$ cat src/verilog/csr_defines.svh
`ifndef CSR_DEFINES_SVH
`define CSR_DEFINES_SVH

// CSR numbers
`define CSR_CRMD    14'h000
`define CSR_PRMD    14'h001
`define CSR_ECFG    14'h004
`define CSR_ESTAT   14'h005
`define CSR_ERA     14'h006
`define CSR_BADV    14'h007
`define CSR_EENTRY  14'h00c
`define CSR_SAVE0   14'h030
`define CSR_SAVE1   14'h031
`define CSR_SAVE2   14'h032
`define CSR_SAVE3   14'h033
`define CSR_TID     14'h040
`define CSR_TCFG    14'h041
`define CSR_TVAL    14'h042
`define CSR_TICLR   14'h044

// Masks, codes and reset values
`define ECFG_LIE_MASK   13'h1bff
`define ECODE_TLBR      6'h3f
`define IRQ_TI_BIT      11
`define EENTRY_VA_LSB   6
// DA=1, DATF=1, DATM=1
`define CRMD_RESET      32'h0000_00a8

// Field positions
`define CRMD_PLV        1:0
`define CRMD_IE         2
`define CRMD_DA         3
`define CRMD_PG         4
`define CRMD_DATF       6:5
`define CRMD_DATM       8:7
`define PRMD_PPLV       1:0
`define PRMD_PIE        2
`define ESTAT_IS        12:0
`define ESTAT_IS_SOFT   1:0
`define ESTAT_IS_HARD   9:2
`define ESTAT_ECODE     21:16
`define ESTAT_ESUBCODE  22
`define TCFG_EN         0
`define TCFG_PERIODIC   1
`define TCFG_INITVAL    31:2

`endif
$ cat src/verilog/csr_pkg.sv
package csr_pkg;

    // Data and address
    typedef logic [31:0] csr_word_t;
    typedef logic [13:0] csr_addr_t;

    // Mode and exception fields
    typedef logic [1:0]  plv_t;
    typedef logic [5:0]  ecode_t;
    // Subcode bit on top
    typedef logic [6:0]  expcode_t;

    // Interrupt lines
    typedef logic [12:0] irq_vec_t;
    typedef logic [7:0]  hw_irq_t;

    // Timer initial value field
    typedef logic [29:0] timer_val_t;

endpackage

$ cat src/verilog/csr_top.sv
`include "csr_defines.svh"

module csr_top (
    input  logic               clk,
    input  logic               aresetn,
    input  logic               wen_in,
    input  csr_pkg::csr_addr_t addr_in,
    input  csr_pkg::csr_word_t wdata_in,
    input  logic               d_idle,
    input  logic               flush,
    input  logic               exception,
    input  logic               ertn,
    input  logic               tlb_exception,
    input  csr_pkg::expcode_t  expcode_in,
    input  logic               wen_expcode,
    input  csr_pkg::csr_word_t era_in,
    input  logic               wen_era,
    input  csr_pkg::csr_word_t badv_in,
    input  logic               wen_badv,
    input  csr_pkg::hw_irq_t   hardware_interrupt,
    output csr_pkg::csr_word_t rdata,
    output logic               wen_csr,
    output csr_pkg::csr_word_t crmd,
    output csr_pkg::csr_word_t estat,
    output csr_pkg::csr_word_t era_out,
    output csr_pkg::csr_word_t eentry,
    output csr_pkg::csr_word_t tid,
    output logic               cpu_interrupt,
    output logic               idle_over
);

    logic               commit_en;
    csr_pkg::csr_addr_t commit_addr;
    csr_pkg::csr_word_t commit_data;
    csr_pkg::csr_word_t prmd;
    csr_pkg::csr_word_t badv;
    csr_pkg::ecode_t    ecode;
    logic               esubcode;
    logic               crmd_ie;
    csr_pkg::csr_word_t ecfg;
    csr_pkg::irq_vec_t  estat_is;
    csr_pkg::csr_word_t tcfg;
    csr_pkg::csr_word_t tval;
    csr_pkg::csr_word_t save0;
    csr_pkg::csr_word_t save1;
    csr_pkg::csr_word_t save2;
    csr_pkg::csr_word_t save3;

    csr_write_stage u_write_stage (
        .clk(clk), .aresetn(aresetn), .wen_in(wen_in), .addr_in(addr_in),
        .wdata_in(wdata_in), .d_idle(d_idle), .flush(flush), .wen_csr(wen_csr),
        .commit_en(commit_en), .commit_addr(commit_addr), .commit_data(commit_data)
    );

    csr_trap_regs u_trap_regs (
        .clk(clk), .aresetn(aresetn), .commit_en(commit_en),
        .commit_addr(commit_addr), .commit_data(commit_data),
        .exception(exception), .ertn(ertn), .tlb_exception(tlb_exception),
        .expcode_in(expcode_in), .wen_expcode(wen_expcode),
        .era_in(era_in), .wen_era(wen_era), .badv_in(badv_in), .wen_badv(wen_badv),
        .crmd(crmd), .prmd(prmd), .ecode(ecode), .esubcode(esubcode),
        .era(era_out), .badv(badv), .eentry(eentry), .crmd_ie(crmd_ie)
    );

    csr_timer_irq u_timer_irq (
        .clk(clk), .aresetn(aresetn), .commit_en(commit_en),
        .commit_addr(commit_addr), .commit_data(commit_data),
        .hardware_interrupt(hardware_interrupt), .crmd_ie(crmd_ie),
        .ecfg(ecfg), .estat_is(estat_is), .tcfg(tcfg), .tval(tval),
        .cpu_interrupt(cpu_interrupt), .idle_over(idle_over)
    );

    csr_save_regs u_save_regs (
        .clk(clk), .aresetn(aresetn), .commit_en(commit_en),
        .commit_addr(commit_addr), .commit_data(commit_data),
        .save0(save0), .save1(save1), .save2(save2), .save3(save3), .tid(tid)
    );

    csr_read_mux u_read_mux (
        .addr_in(addr_in), .crmd(crmd), .prmd(prmd), .ecfg(ecfg),
        .era(era_out), .badv(badv), .eentry(eentry),
        .save0(save0), .save1(save1), .save2(save2), .save3(save3),
        .tid(tid), .tcfg(tcfg), .tval(tval), .estat_is(estat_is),
        .ecode(ecode), .esubcode(esubcode), .rdata(rdata), .estat(estat)
    );

endmodule

$ cat src/verilog/csr_read_mux.sv
`include "csr_defines.svh"

module csr_read_mux (
    input  csr_pkg::csr_addr_t addr_in,
    input  csr_pkg::csr_word_t crmd,
    input  csr_pkg::csr_word_t prmd,
    input  csr_pkg::csr_word_t ecfg,
    input  csr_pkg::csr_word_t era,
    input  csr_pkg::csr_word_t badv,
    input  csr_pkg::csr_word_t eentry,
    input  csr_pkg::csr_word_t save0,
    input  csr_pkg::csr_word_t save1,
    input  csr_pkg::csr_word_t save2,
    input  csr_pkg::csr_word_t save3,
    input  csr_pkg::csr_word_t tid,
    input  csr_pkg::csr_word_t tcfg,
    input  csr_pkg::csr_word_t tval,
    input  csr_pkg::irq_vec_t  estat_is,
    input  csr_pkg::ecode_t    ecode,
    input  logic               esubcode,
    output csr_pkg::csr_word_t rdata,
    output csr_pkg::csr_word_t estat
);

    always_comb begin
        estat                  = '0;
        estat[`ESTAT_IS]       = estat_is;
        estat[`ESTAT_ECODE]    = ecode;
        estat[`ESTAT_ESUBCODE] = esubcode;
    end

    always_comb begin
        case (addr_in)
            `CSR_CRMD:   rdata = crmd;
            `CSR_PRMD:   rdata = prmd;
            `CSR_ECFG:   rdata = ecfg;
            `CSR_ESTAT:  rdata = estat;
            `CSR_ERA:    rdata = era;
            `CSR_BADV:   rdata = badv;
            `CSR_EENTRY: rdata = eentry;
            `CSR_SAVE0:  rdata = save0;
            `CSR_SAVE1:  rdata = save1;
            `CSR_SAVE2:  rdata = save2;
            `CSR_SAVE3:  rdata = save3;
            `CSR_TID:    rdata = tid;
            `CSR_TCFG:   rdata = tcfg;
            `CSR_TVAL:   rdata = tval;
            // Write-only clear register
            `CSR_TICLR:  rdata = '0;
            default:     rdata = '0;
        endcase
    end

endmodule

$ cat src/verilog/csr_save_regs.sv
`include "csr_defines.svh"

module csr_save_regs (
    input  logic               clk,
    input  logic               aresetn,
    input  logic               commit_en,
    input  csr_pkg::csr_addr_t commit_addr,
    input  csr_pkg::csr_word_t commit_data,
    output csr_pkg::csr_word_t save0,
    output csr_pkg::csr_word_t save1,
    output csr_pkg::csr_word_t save2,
    output csr_pkg::csr_word_t save3,
    output csr_pkg::csr_word_t tid
);

    csr_pkg::csr_word_t save_q [4];
    csr_pkg::csr_word_t tid_q;

    // Scratch registers sit at consecutive numbers
    always_ff @(posedge clk) begin
        for (int i = 0; i < 4; i++) begin
            if (commit_en && commit_addr == csr_pkg::csr_addr_t'(`CSR_SAVE0 + i)) begin
                save_q[i] <= commit_data;
            end
        end
    end

    always_ff @(posedge clk) begin
        if (!aresetn) begin
            tid_q <= '0;
        end else if (commit_en && commit_addr == `CSR_TID) begin
            tid_q <= commit_data;
        end
    end

    assign save0 = save_q[0];
    assign save1 = save_q[1];
    assign save2 = save_q[2];
    assign save3 = save_q[3];
    assign tid   = tid_q;

endmodule

$ cat src/verilog/csr_timer_irq.sv
`include "csr_defines.svh"

module csr_timer_irq (
    input  logic               clk,
    input  logic               aresetn,
    input  logic               commit_en,
    input  csr_pkg::csr_addr_t commit_addr,
    input  csr_pkg::csr_word_t commit_data,
    input  csr_pkg::hw_irq_t   hardware_interrupt,
    input  logic               crmd_ie,
    output csr_pkg::csr_word_t ecfg,
    output csr_pkg::irq_vec_t  estat_is,
    output csr_pkg::csr_word_t tcfg,
    output csr_pkg::csr_word_t tval,
    output logic               cpu_interrupt,
    output logic               idle_over
);

    csr_pkg::irq_vec_t   lie_q;
    logic [1:0]          is_soft_q;
    csr_pkg::csr_word_t  tcfg_q;
    csr_pkg::csr_word_t  tval_q;
    csr_pkg::timer_val_t init_val;
    logic                set_timer;
    logic                time_out;
    logic                ti_pend;

    assign init_val = tcfg_q[`TCFG_INITVAL];

    always_ff @(posedge clk) begin
        if (!aresetn) begin
            lie_q     <= '0;
            is_soft_q <= '0;
            tcfg_q    <= '0;
            set_timer <= 1'b0;
        end else begin
            if (commit_en && commit_addr == `CSR_ECFG) begin
                lie_q <= commit_data[12:0] & `ECFG_LIE_MASK;
            end
            if (commit_en && commit_addr == `CSR_ESTAT) begin
                is_soft_q <= commit_data[`ESTAT_IS_SOFT];
            end
            if (commit_en && commit_addr == `CSR_TCFG) begin
                tcfg_q <= commit_data;
            end
            set_timer <= commit_en && commit_addr == `CSR_TCFG;
        end
    end

    // Down counter, reload on new config or periodic wrap
    always_ff @(posedge clk) begin
        if (!aresetn) begin
            tval_q   <= '0;
            time_out <= 1'b0;
        end else if (set_timer || tval_q == '0) begin
            time_out <= 1'b0;
            if (set_timer || tcfg_q[`TCFG_PERIODIC]) begin
                tval_q <= {2'b00, init_val};
            end
        end else if (tcfg_q[`TCFG_EN]) begin
            tval_q   <= tval_q - 32'd1;
            time_out <= (tval_q == 32'd1);
        end
    end

    always_ff @(posedge clk) begin
        if (!aresetn || (commit_en && commit_addr == `CSR_TICLR)) begin
            ti_pend <= 1'b0;
        end else if (time_out) begin
            ti_pend <= 1'b1;
        end
    end

    always_comb begin
        estat_is                 = '0;
        estat_is[`ESTAT_IS_SOFT] = is_soft_q;
        estat_is[`ESTAT_IS_HARD] = hardware_interrupt;
        estat_is[`IRQ_TI_BIT]    = ti_pend;
    end

    assign ecfg          = {19'd0, lie_q};
    assign tcfg          = tcfg_q;
    assign tval          = tval_q;
    assign cpu_interrupt = crmd_ie && |(lie_q & estat_is);
    // Any pending line ends idle, enabled or not
    assign idle_over     = |estat_is;

endmodule

$ cat src/verilog/csr_trap_regs.sv
`include "csr_defines.svh"

module csr_trap_regs (
    input  logic               clk,
    input  logic               aresetn,
    input  logic               commit_en,
    input  csr_pkg::csr_addr_t commit_addr,
    input  csr_pkg::csr_word_t commit_data,
    input  logic               exception,
    input  logic               ertn,
    input  logic               tlb_exception,
    input  csr_pkg::expcode_t  expcode_in,
    input  logic               wen_expcode,
    input  csr_pkg::csr_word_t era_in,
    input  logic               wen_era,
    input  csr_pkg::csr_word_t badv_in,
    input  logic               wen_badv,
    output csr_pkg::csr_word_t crmd,
    output csr_pkg::csr_word_t prmd,
    output csr_pkg::ecode_t    ecode,
    output logic               esubcode,
    output csr_pkg::csr_word_t era,
    output csr_pkg::csr_word_t badv,
    output csr_pkg::csr_word_t eentry,
    output logic               crmd_ie
);

    csr_pkg::csr_word_t crmd_q;
    csr_pkg::csr_word_t prmd_q;
    csr_pkg::ecode_t    ecode_q;
    logic               esubcode_q;
    csr_pkg::csr_word_t era_q;
    csr_pkg::csr_word_t badv_q;
    csr_pkg::csr_word_t eentry_q;
    csr_pkg::plv_t      new_plv;

    assign new_plv = commit_data[`CRMD_PLV];

    always_ff @(posedge clk) begin
        if (!aresetn) begin
            crmd_q <= `CRMD_RESET;
        end else if (ertn) begin
            crmd_q[`CRMD_PLV] <= prmd_q[`PRMD_PPLV];
            crmd_q[`CRMD_IE]  <= prmd_q[`PRMD_PIE];
            // Back to paging after TLB refill
            if (ecode_q == `ECODE_TLBR) begin
                crmd_q[`CRMD_DA] <= 1'b0;
                crmd_q[`CRMD_PG] <= 1'b1;
            end
        end else if (exception) begin
            crmd_q[`CRMD_PLV] <= '0;
            crmd_q[`CRMD_IE]  <= 1'b0;
            if (tlb_exception) begin
                crmd_q[`CRMD_DA] <= 1'b1;
                crmd_q[`CRMD_PG] <= 1'b0;
            end
        end else if (commit_en && commit_addr == `CSR_CRMD) begin
            crmd_q[`CRMD_PLV]  <= new_plv;
            crmd_q[`CRMD_IE]   <= commit_data[`CRMD_IE];
            crmd_q[`CRMD_DATF] <= commit_data[`CRMD_DATF];
            crmd_q[`CRMD_DATM] <= commit_data[`CRMD_DATM];
            // Only a legal DA/PG pair is taken
            if (commit_data[`CRMD_DA] ^ commit_data[`CRMD_PG]) begin
                crmd_q[`CRMD_DA] <= commit_data[`CRMD_DA];
                crmd_q[`CRMD_PG] <= commit_data[`CRMD_PG];
            end
        end
    end

    always_ff @(posedge clk) begin
        if (!aresetn) begin
            prmd_q     <= '0;
            ecode_q    <= '0;
            esubcode_q <= 1'b0;
            eentry_q   <= '0;
        end else begin
            if (exception) begin
                prmd_q[`PRMD_PPLV] <= crmd_q[`CRMD_PLV];
                prmd_q[`PRMD_PIE]  <= crmd_q[`CRMD_IE];
            end else if (commit_en && commit_addr == `CSR_PRMD) begin
                prmd_q[`PRMD_PPLV] <= commit_data[`PRMD_PPLV];
                prmd_q[`PRMD_PIE]  <= commit_data[`PRMD_PIE];
            end
            if (wen_expcode || exception) begin
                ecode_q    <= expcode_in[5:0];
                esubcode_q <= (expcode_in[5:0] == '0) ? 1'b0 : expcode_in[6];
            end
            if (commit_en && commit_addr == `CSR_EENTRY) begin
                eentry_q[31:`EENTRY_VA_LSB] <= commit_data[31:`EENTRY_VA_LSB];
            end
        end
    end

    // Hardware capture wins over software write
    always_ff @(posedge clk) begin
        if (wen_era) begin
            era_q <= era_in;
        end else if (commit_en && commit_addr == `CSR_ERA) begin
            era_q <= commit_data;
        end
        if (wen_badv) begin
            badv_q <= badv_in;
        end else if (commit_en && commit_addr == `CSR_BADV) begin
            badv_q <= commit_data;
        end
    end

    assign crmd     = crmd_q;
    assign prmd     = prmd_q;
    assign ecode    = ecode_q;
    assign esubcode = esubcode_q;
    assign era      = era_q;
    assign badv     = badv_q;
    assign eentry   = eentry_q;
    assign crmd_ie  = crmd_q[`CRMD_IE];

endmodule

$ cat src/verilog/csr_write_stage.sv
`include "csr_defines.svh"

module csr_write_stage (
    input  logic               clk,
    input  logic               aresetn,
    input  logic               wen_in,
    input  csr_pkg::csr_addr_t addr_in,
    input  csr_pkg::csr_word_t wdata_in,
    input  logic               d_idle,
    input  logic               flush,
    output logic               wen_csr,
    output logic               commit_en,
    output csr_pkg::csr_addr_t commit_addr,
    output csr_pkg::csr_word_t commit_data
);

    logic               pending;
    logic               phase;
    csr_pkg::csr_addr_t waddr_q;
    csr_pkg::csr_word_t wdata_q;

    // Idle-gated first step, commit follows one cycle later
    assign wen_csr     = pending && d_idle && !phase;
    assign commit_en   = phase;
    assign commit_addr = waddr_q;
    assign commit_data = wdata_q;

    always_ff @(posedge clk) begin
        if (!aresetn || flush) begin
            pending <= 1'b0;
            phase   <= 1'b0;
        end else begin
            phase <= wen_csr;
            if (wen_in) begin
                pending <= 1'b1;
            end else if (phase) begin
                pending <= 1'b0;
            end
        end
    end

    always_ff @(posedge clk) begin
        if (wen_in) begin
            waddr_q <= addr_in;
            wdata_q <= wdata_in;
        end
    end

endmodule

$ cat config.mk
export PLATFORM = sky130hd
export DESIGN_NAME = csr_top
export DESIGN_NICKNAME = d
export VERILOG_FILES = /design/src/verilog/csr_pkg.sv /design/src/verilog/csr_top.sv /design/src/verilog/csr_read_mux.sv /design/src/verilog/csr_save_regs.sv /design/src/verilog/csr_timer_irq.sv /design/src/verilog/csr_trap_regs.sv /design/src/verilog/csr_write_stage.sv
export VERILOG_INCLUDE_DIRS = /design/src /design/src/verilog
export SDC_FILE = /design/constraint.sdc
export NUM_CORES = 1
export LEC_CHECK = 0
export BUFFER_PORTS_ARGS = -buffer_cell sky130_fd_sc_hd__buf_2
export CAP_MARGIN = 5
export CELL_PAD_IN_SITES_DETAIL_PLACEMENT = 0
export CELL_PAD_IN_SITES_GLOBAL_PLACEMENT = 1
export CORE_MARGIN = 1.5
export CORE_UTILIZATION = 40
export CTS_CLUSTER_SIZE = 16
export DETAILED_ROUTE_END_ITERATION = 6
export PLACE_DENSITY_LB_ADDON = 0.1
export RECOVER_POWER = 100
export SLEW_MARGIN = 20
export SYNTH_ARGS = -nofsm -noshare
export SYNTH_HDL_FRONTEND = slang
export SYNTH_HIERARCHICAL = 1
export SYNTH_SLANG_ARGS = --single-unit
$ cat constraint.sdc
create_clock -name clk -period 3.8 [get_ports clk]
set_clock_uncertainty 0.05 [all_clocks]
set_input_delay 0.57 -clock clk [delete_from_list [all_inputs] [get_ports clk]]
set_output_delay 0.57 -clock clk [all_outputs]
set_load 0.02 [all_outputs]
Word-level counts from Yosys, hierarchy flattened
Memory sizes are Yosys's and may differ from the RTL's.
Index checks and enable logic that the tools add are counted.
{"block": "totals", "reg_bits": 270, "ram_bits": 128, "in_bits": 136, "elab_cells": 139, "n_memories": 1}
{"memory": "u_save_regs.save_q", "depth": 4, "word_bits": 32, "read_ports": 4, "rd_ports_with_merged_regs": 0, "write_ports": 1, "line": "csr_save_regs.sv:16", "text": "csr_pkg::csr_word_t save_q [4];"}
{"block": "classes", "n_addsub": 1, "eq_ne": 31, "mux": 36, "bitwise": 5, "reduce_logical": 44}
{"operator": "$pmux 32 s14", "count": 1}
{"operator": "$mux 32", "count": 10}
{"operator": "$eq 14x3->1 const B", "count": 8}
{"operator": "$eq 14x6->1 const B", "count": 8}
{"operator": "$reduce_or 32->1", "count": 3}
{"operator": "$eq 14x7->1 const B", "count": 6}
{"operator": "$eq 32x1->1 const B", "count": 1}
{"operator": "$logic_not 32->1", "count": 1}
{"operator": "$sub 32x1->32 const B", "count": 1}
{"operator": "$eq 14x1->1 const B", "count": 2}
{"operator": "$eq 14x4->1 const B", "count": 2}
{"operator": "$logic_not 14->1", "count": 2}
{"operator": "$logic_and 1x1->1", "count": 17}
{"operator": "$mux 5", "count": 3}
{"operator": "$mux 1", "count": 14}
{"operator": "$and 13x12->13", "count": 1}
{"operator": "$reduce_or 13->1", "count": 1}
{"operator": "$mux 2", "count": 6}
{"operator": "$reduce_or 11->1", "count": 1}
{"operator": "$reduce_bool 2->1", "count": 5}
{"operator": "$eq 6x6->1 const B", "count": 1}
{"operator": "$logic_not 6->1", "count": 1}
{"operator": "$mux 3", "count": 2}
{"operator": "$reduce_bool 3->1", "count": 2}
{"operator": "other kinds (11)", "count": 18}

Logic depth before layout (Yosys ltp)
{"block": "depth", "depth_word": 8, "depth_mapped": 11, "depth_no_buf": 8}

Modules after synthesis
Netlist, hierarchy kept.
{"module": "csr_save_regs", "instances": 1, "cells_per_inst": 281, "area_per_inst_um2": 5238.8, "seq_area_each_um2": 4484.3}
{"module": "csr_trap_regs", "instances": 1, "cells_per_inst": 435, "area_per_inst_um2": 5121.2, "seq_area_each_um2": 2822.7}
{"module": "csr_timer_irq", "instances": 1, "cells_per_inst": 528, "area_per_inst_um2": 4166.5, "seq_area_each_um2": 1621.6}
{"module": "csr_read_mux", "instances": 1, "cells_per_inst": 540, "area_per_inst_um2": 3748.6, "seq_area_each_um2": 0.0}
{"module": "csr_write_stage", "instances": 1, "cells_per_inst": 54, "area_per_inst_um2": 1457.6, "seq_area_each_um2": 1421.4}

Worst setup path after synthesis
No wires, ideal clock.
{"block": "synth_path", "path_type": "flip-flop to flip-flop", "start": "register u_write_stage.waddr_q[2] (netlist: u_write_stage/commit_addr[2])", "end": "memory u_save_regs/save_q[1][0] (netlist name), enable pin", "setup_time_ps": 461, "arrival_time_ps": 3156, "setup_slack_ps": 133, "path_stages_with_launch": 4, "path_buffers": 0, "path_cell_list": "edfxtp_1 nor4b_2 nand4_1 nor3_1"}
{"block": "synth_between", "elab_chain_len": 8, "elab_cells_between_ends": 25, "classes_between": "eq/ne (4); mux (14); reduce/logical (7)"}
{"item": "from (decl)", "line": "csr_write_stage.sv:19", "text": "csr_pkg::csr_addr_t waddr_q;"}
{"item": "from (signal assigned)", "line": "csr_write_stage.sv:44", "text": "waddr_q <= addr_in;"}
{"item": "$eq 14x6->1", "line": "csr_save_regs.sv:22", "text": "if (commit_en && commit_addr == csr_pkg::csr_addr_t'(`CSR_SAVE0 + i)) begin"}
{"item": "$logic_and 1x1->1", "line": "csr_save_regs.sv:22"}
{"item": "$mux 1", "line": "csr_save_regs.sv:22"}
{"item": "$mux 1 (not written as such)", "line": "csr_save_regs.sv:23", "text": "save_q[i] <= commit_data;"}
{"item": "$reduce_or 32->1 (no source line)"}
{"item": "$mux 2 (no source line) or $mux 1 (tied branches) (3 in series)"}
{"item": "to (decl)", "line": "csr_save_regs.sv:16"}
Several ways; a longest one is shown, not always the timed one.

Worst setup path in the final report
{"block": "layout_path", "start": "input addr_in[9]", "end": "output rdata[7]"}
{"block": "layout_between", "elab_chain_len": 2, "elab_cells_between_ends": 15, "classes_between": "eq/ne (13); mux (1); reduce/logical (1)"}
{"item": "from (decl)", "line": "csr_top.sv:7", "text": "input csr_pkg::csr_addr_t addr_in,"}
{"item": "$eq 14x7->1, or another cell as far along", "line": "csr_read_mux.sv:33", "text": "case (addr_in)"}
{"item": "$pmux 32 s14 *", "line": "csr_read_mux.sv:33"}
{"item": "to (decl)", "line": "csr_top.sv:21", "text": "output csr_pkg::csr_word_t rdata,"}
Mark *: on every way between the ends. The rest lies on a longest branch, timed or not.

==> impl_summary.md <==
Synthesis
After synthesis the cells add up to 19,700 sq um. The average instance area after synthesis is 10.7 sq um. The multiplexer area fraction after synthesis is 8.18%. The synthesized design contains 398 register bits. The count of distinct cell types in the synthesized netlist is 91. During synthesis, Yosys emitted a total of 6 warnings. The post-synthesis compound-gate area fraction is 16.7%. Sorting the synthesized cells by how often they occur yields 272 x sky130_fd_sc_hd__nand2_1, 238 x sky130_fd_sc_hd__edfxtp_1, 160 x sky130_fd_sc_hd__dfxtp_1. The async set-or-reset flop fraction in the synthesized netlist is 0%. The synthesized netlist devotes 0.127% of its cell area to adder and majority cells. The simple-gate portion of the synthesized area is 14.3%.

The share of the synthesized area in the top cell type is 36.2%. The most instantiated library cell after synthesis is sky130_fd_sc_hd__nand2_1. By area, the combinational part of the netlist is dominated by compound AO/OA/AOI/OAI gates. In the post-synthesis netlist, the biggest area contributors are sky130_fd_sc_hd__edfxtp_1 36%, sky130_fd_sc_hd__dfxtp_1 16%, sky130_fd_sc_hd__nand2_1 5.2%. The synthesized netlist devotes 0.0888% of its cell area to XOR and XNOR gates.

The portion of the post-synthesis area used by sequential elements is 52.5%. Among all flip-flop cells after synthesis, the most frequent one is sky130_fd_sc_hd__edfxtp_1. Counting every instance in the synthesized netlist gives 1,838. The cell type with the largest total area after synthesis is sky130_fd_sc_hd__edfxtp_1. The number of enable-type register cells in the synthesized netlist is 238.

Die
Measured along the y axis, the die boundary spans 225 um. The initial utilization of the core area, before any placement, comes to 40.4%. The floorplan has 81 rows. The total area inside the core boundary comes to 48,800 sq um. The die covers 50,700 sq um. The count of boundary I/O pins is 331. The width of the die is 225 um.

CTS
The clock tree from TritonCTS is built. The cell at the root of the clock tree is sky130_fd_sc_hd__clkbuf_16. Clock-pin slew was measured on the worst setup and hold paths at 60 ps. CTS built an H-tree with a depth of 2. At the later pin of the worst-skew pair, clock insertion delay measures 590 ps. The number of gates resized after CTS was 0. The total clock sinks is 398. The post-cts hold buffer count is 0. The number of buffers on the longest clock path is 3.

Once the clock tree was built, the setup fixing pass inserted 0 buffers. The CTS buffer count is 45.

Job
The count of max-cap constraint violations is 5.

Final layout
The area growth from synthesis to layout is 15.6%. The net total in the final layout is 2,241. The post-route netlist has 19.1% of its cells at a drive strength greater than 1.

Setup path
The worst setup path is of the in2out kind. The data arrival at the endpoint of the critical path is 3130 ps. The critical path goes through buf_2, or4_1, or2_0, clkbuf_2, nor4b_4, buf_4, a222oi_1, nand3_1, clkbuf_1.

The type of destination of the critical path is an output pin. The worst reg2reg path endpoint is u_timer_irq/tval[8]. In this run the critical register-to-register path is launched from u_timer_irq/tval[11]. For the worst flop-to-flop path, the logic depth is 7.

The kind of cell adding the most delay to the critical path is simple AND/OR/NAND/NOR gates. The required time of the critical path is 3180 ps. The worst setup path is launched from a primary input. The worst setup path startpoint is addr_in[9]. The worst-case register-to-register setup slack is 260 ps. On the critical path, the stage with the largest delay is an instance of sky130_fd_sc_hd__or4_1. The critical path depth is 9. Following the worst setup path forward leads to its endpoint at rdata[7]. The largest fanout on the critical path is 18. On the worst path, the slowest cell contributes a delay of 640 ps.

The critical path buffer and inverter count is 4.

STA
The final max-slew violation count is 205. Once routing completed, OpenROAD measured the worst setup slack at 52.8 ps. The relative slew slack is -62.1%.

The hold violation count in the final report came to 0. For the pin with the worst max-slew slack, the measured transition is 2430 ps. Setup repair after global routing left no endpoint under its margin. The worst path uses 98.6% of the clock period.

For the final routed database, the setup TNS stands at 0 ps. The number of failing setup endpoints in the final timing report is 0. The shortest period the worst path allows is 3750 ps. The maximum clock frequency is 267 MHz.

Drt
The routed wire length per instance is 28.2 um. The via count normalized by instance count is 5.90. The remaining antenna violation count is 0. The first detailed-routing pass ran for 7 iterations.

In this run, the number of DRC markers left after iteration 0 of detailed routing was 1,909. For this block, the routed nets add up to 79,100 um of wire. In the routed design, unresolved DRC markers number 1. Detailed routing inserted a total of 16,554 vias.

Min path
The worst hold path begins at wdata_in[20]. The path class of the tightest hold or removal check is in2reg.

Placement
Prior to clock tree synthesis, the placed netlist has a worst setup slack of 169 ps. At the end of routability-driven placement, the weighted congestion stood at 0.920. Input and output buffers added on the ports amount to 287. The placed wire-length estimate is 57,700 um.

Pwr
Of the total power, the share spent switching nets is 25.6%. The sequential share of power is 49.8%. In this run the power density over the cells is 433 nW/um^2. The cell internal power dissipation is 7.36 mW. The worst-case IR drop observed on VDD is 0.000382 V. The clock network is responsible for 43.5% of the overall power. The fraction of power consumed by combinational cells is 6.7%. The net switching power of the design is 2.53 mW. The cell leakage power is 7.88 nW.

GRT
Entering global routing, the biggest net connects 92 pins. The global-route wire length before repair is 112,000 um. The number of global-route vias before repair was 15,717. Global routing consumed, over all layers together, 30.6% of the routing resources. The number of antenna violations at the first check in global routing came to 5. Global routing finished with a remaining overflow of 0.

Outcome
The flow ran to the end, but the final reports show violations. The checks that failed: DRC, capacitance limit, slew limit.
## how the worst min path moves through the flow
stage / slack [ps] / depth (start not counted) / to
2_1_floorplan: 380 / 2 / u_timer_irq/lie_q[12]
3_3_place_gp: 400 / 2 / u_trap_regs/eentry[28]
3_5_place_dp: 400 / 2 / u_timer_irq/lie_q[12]
4_1_cts: 80 / 1 / u_write_stage/commit_data[23]
5_1_grt: 80 / 1 / u_write_stage/commit_data[11]
6_report: 100 / 1 / u_write_stage/commit_data[20]
## per-stage QoR
stage               utilization, %  area [sq um]  hold slack (ps)  total power, mW  instances
global placement              44.4         21700              404             5.67       2720
finish                        46.7         22800              104             9.89       2808
floorplan                        -         20100              381             5.37       1927
CTS                           47.3         23100             75.8             9.95       2804
detailed placement            44.4         21700              405             5.67       2720
global route                  46.7         22800             82.9             10.2       2807
## cell type report
cell class                      instances  area [sq um]
Fill cell                            4811         26000
Timing Repair Buffer                  382          1980
Antenna cell                            4          10.0
Inverter                               16          60.1
Clock inverter                         22           173
Sequential cell                       398         10300
Multi-Input combinational cell       1260          8160
Tap cell                              664           831
Clock buffer                           62          1260
## layout by cell type (no fill, tap or decap), types with 8 or more instances in the layout
cell,netlist,layout
sky130_fd_sc_hd__a21boi_0,15,35
sky130_fd_sc_hd__a21oi_1,72,72
sky130_fd_sc_hd__a222oi_1,30,30
sky130_fd_sc_hd__a22o_1,14,14
sky130_fd_sc_hd__a22oi_1,111,111
sky130_fd_sc_hd__a2bb2oi_1,8,9
sky130_fd_sc_hd__a32o_1,10,10
sky130_fd_sc_hd__and3_1,9,9
sky130_fd_sc_hd__buf_2,17,139
sky130_fd_sc_hd__buf_4,127,68
sky130_fd_sc_hd__clkbuf_1,91,165
sky130_fd_sc_hd__clkbuf_16,0,46
sky130_fd_sc_hd__clkbuf_2,1,15
sky130_fd_sc_hd__clkinv_2,0,10
sky130_fd_sc_hd__conb_1,3,92
sky130_fd_sc_hd__dfxtp_1,160,160
sky130_fd_sc_hd__edfxtp_1,238,238
sky130_fd_sc_hd__inv_1,14,14
sky130_fd_sc_hd__mux2_2,74,74
sky130_fd_sc_hd__mux2i_1,78,78
sky130_fd_sc_hd__nand2_1,272,272
sky130_fd_sc_hd__nand2b_1,8,8
sky130_fd_sc_hd__nand3_1,36,36
sky130_fd_sc_hd__nand3b_1,8,8
sky130_fd_sc_hd__nand4_1,14,14
sky130_fd_sc_hd__nor2_1,44,44
sky130_fd_sc_hd__nor3_1,29,27
sky130_fd_sc_hd__nor4_1,30,31
sky130_fd_sc_hd__o2111ai_1,10,10
sky130_fd_sc_hd__o21ai_0,66,67
sky130_fd_sc_hd__o22ai_1,36,36
sky130_fd_sc_hd__or3_1,12,12
sky130_fd_sc_hd__or4_1,16,16
## kinds of logic (layout without fill, tap and decap cells)
kind of cell,Yosys count,in the layout
flip-flops,398,398
other,3,96
AND/OR/NAND/NOR,549,549
multiplexers,152,152
AO/OA/AOI/OAI,463,463
adder cells (fa/ha/maj),2,2
buffers and inverters,269,482
XOR/XNOR,2,2
## power by group through the flow
stage	registers, mW	logic [mW]	clock network, mW
2_1_floorplan	4.93	0.436	0
3_3_place_gp	5.01	0.655	0
3_5_place_dp	5.01	0.661	0
4_1_cts	4.92	0.663	4.36
5_1_grt	4.94	0.707	4.53
6_report	4.93	0.665	4.30
## layer usage
metal	part of all wire [%]	track usage, %	wire [um]	up-vias
li1	-	-	-	7331
met3	7.6	5.05	5980	100
met4	2.2	8.31	1760	2
met5	0.016	0	13	-
met1	45	44.0	35500	8351
met2	45	47.6	35800	770
## flip-flops by register name (all words and copies together), names as in the netlist
name and count:
u_save_regs/save_q 128, u_save_regs/tid 32, u_timer_irq/is_soft_q 2, u_timer_irq/lie_q 12, u_timer_irq/set_timer 1, u_timer_irq/tcfg 32, u_timer_irq/ti_pend 1, u_timer_irq/time_out 1
u_timer_irq/tval 32, u_trap_regs/badv 32, u_trap_regs/crmd 9, u_trap_regs/ecode 6, u_trap_regs/eentry 26, u_trap_regs/era 32, u_trap_regs/esubcode 1, u_trap_regs/prmd 3
u_write_stage/commit_addr 14, u_write_stage/commit_data 32, u_write_stage/commit_en 1, u_write_stage/pending 1
Power figures use the tool's default switching activity.
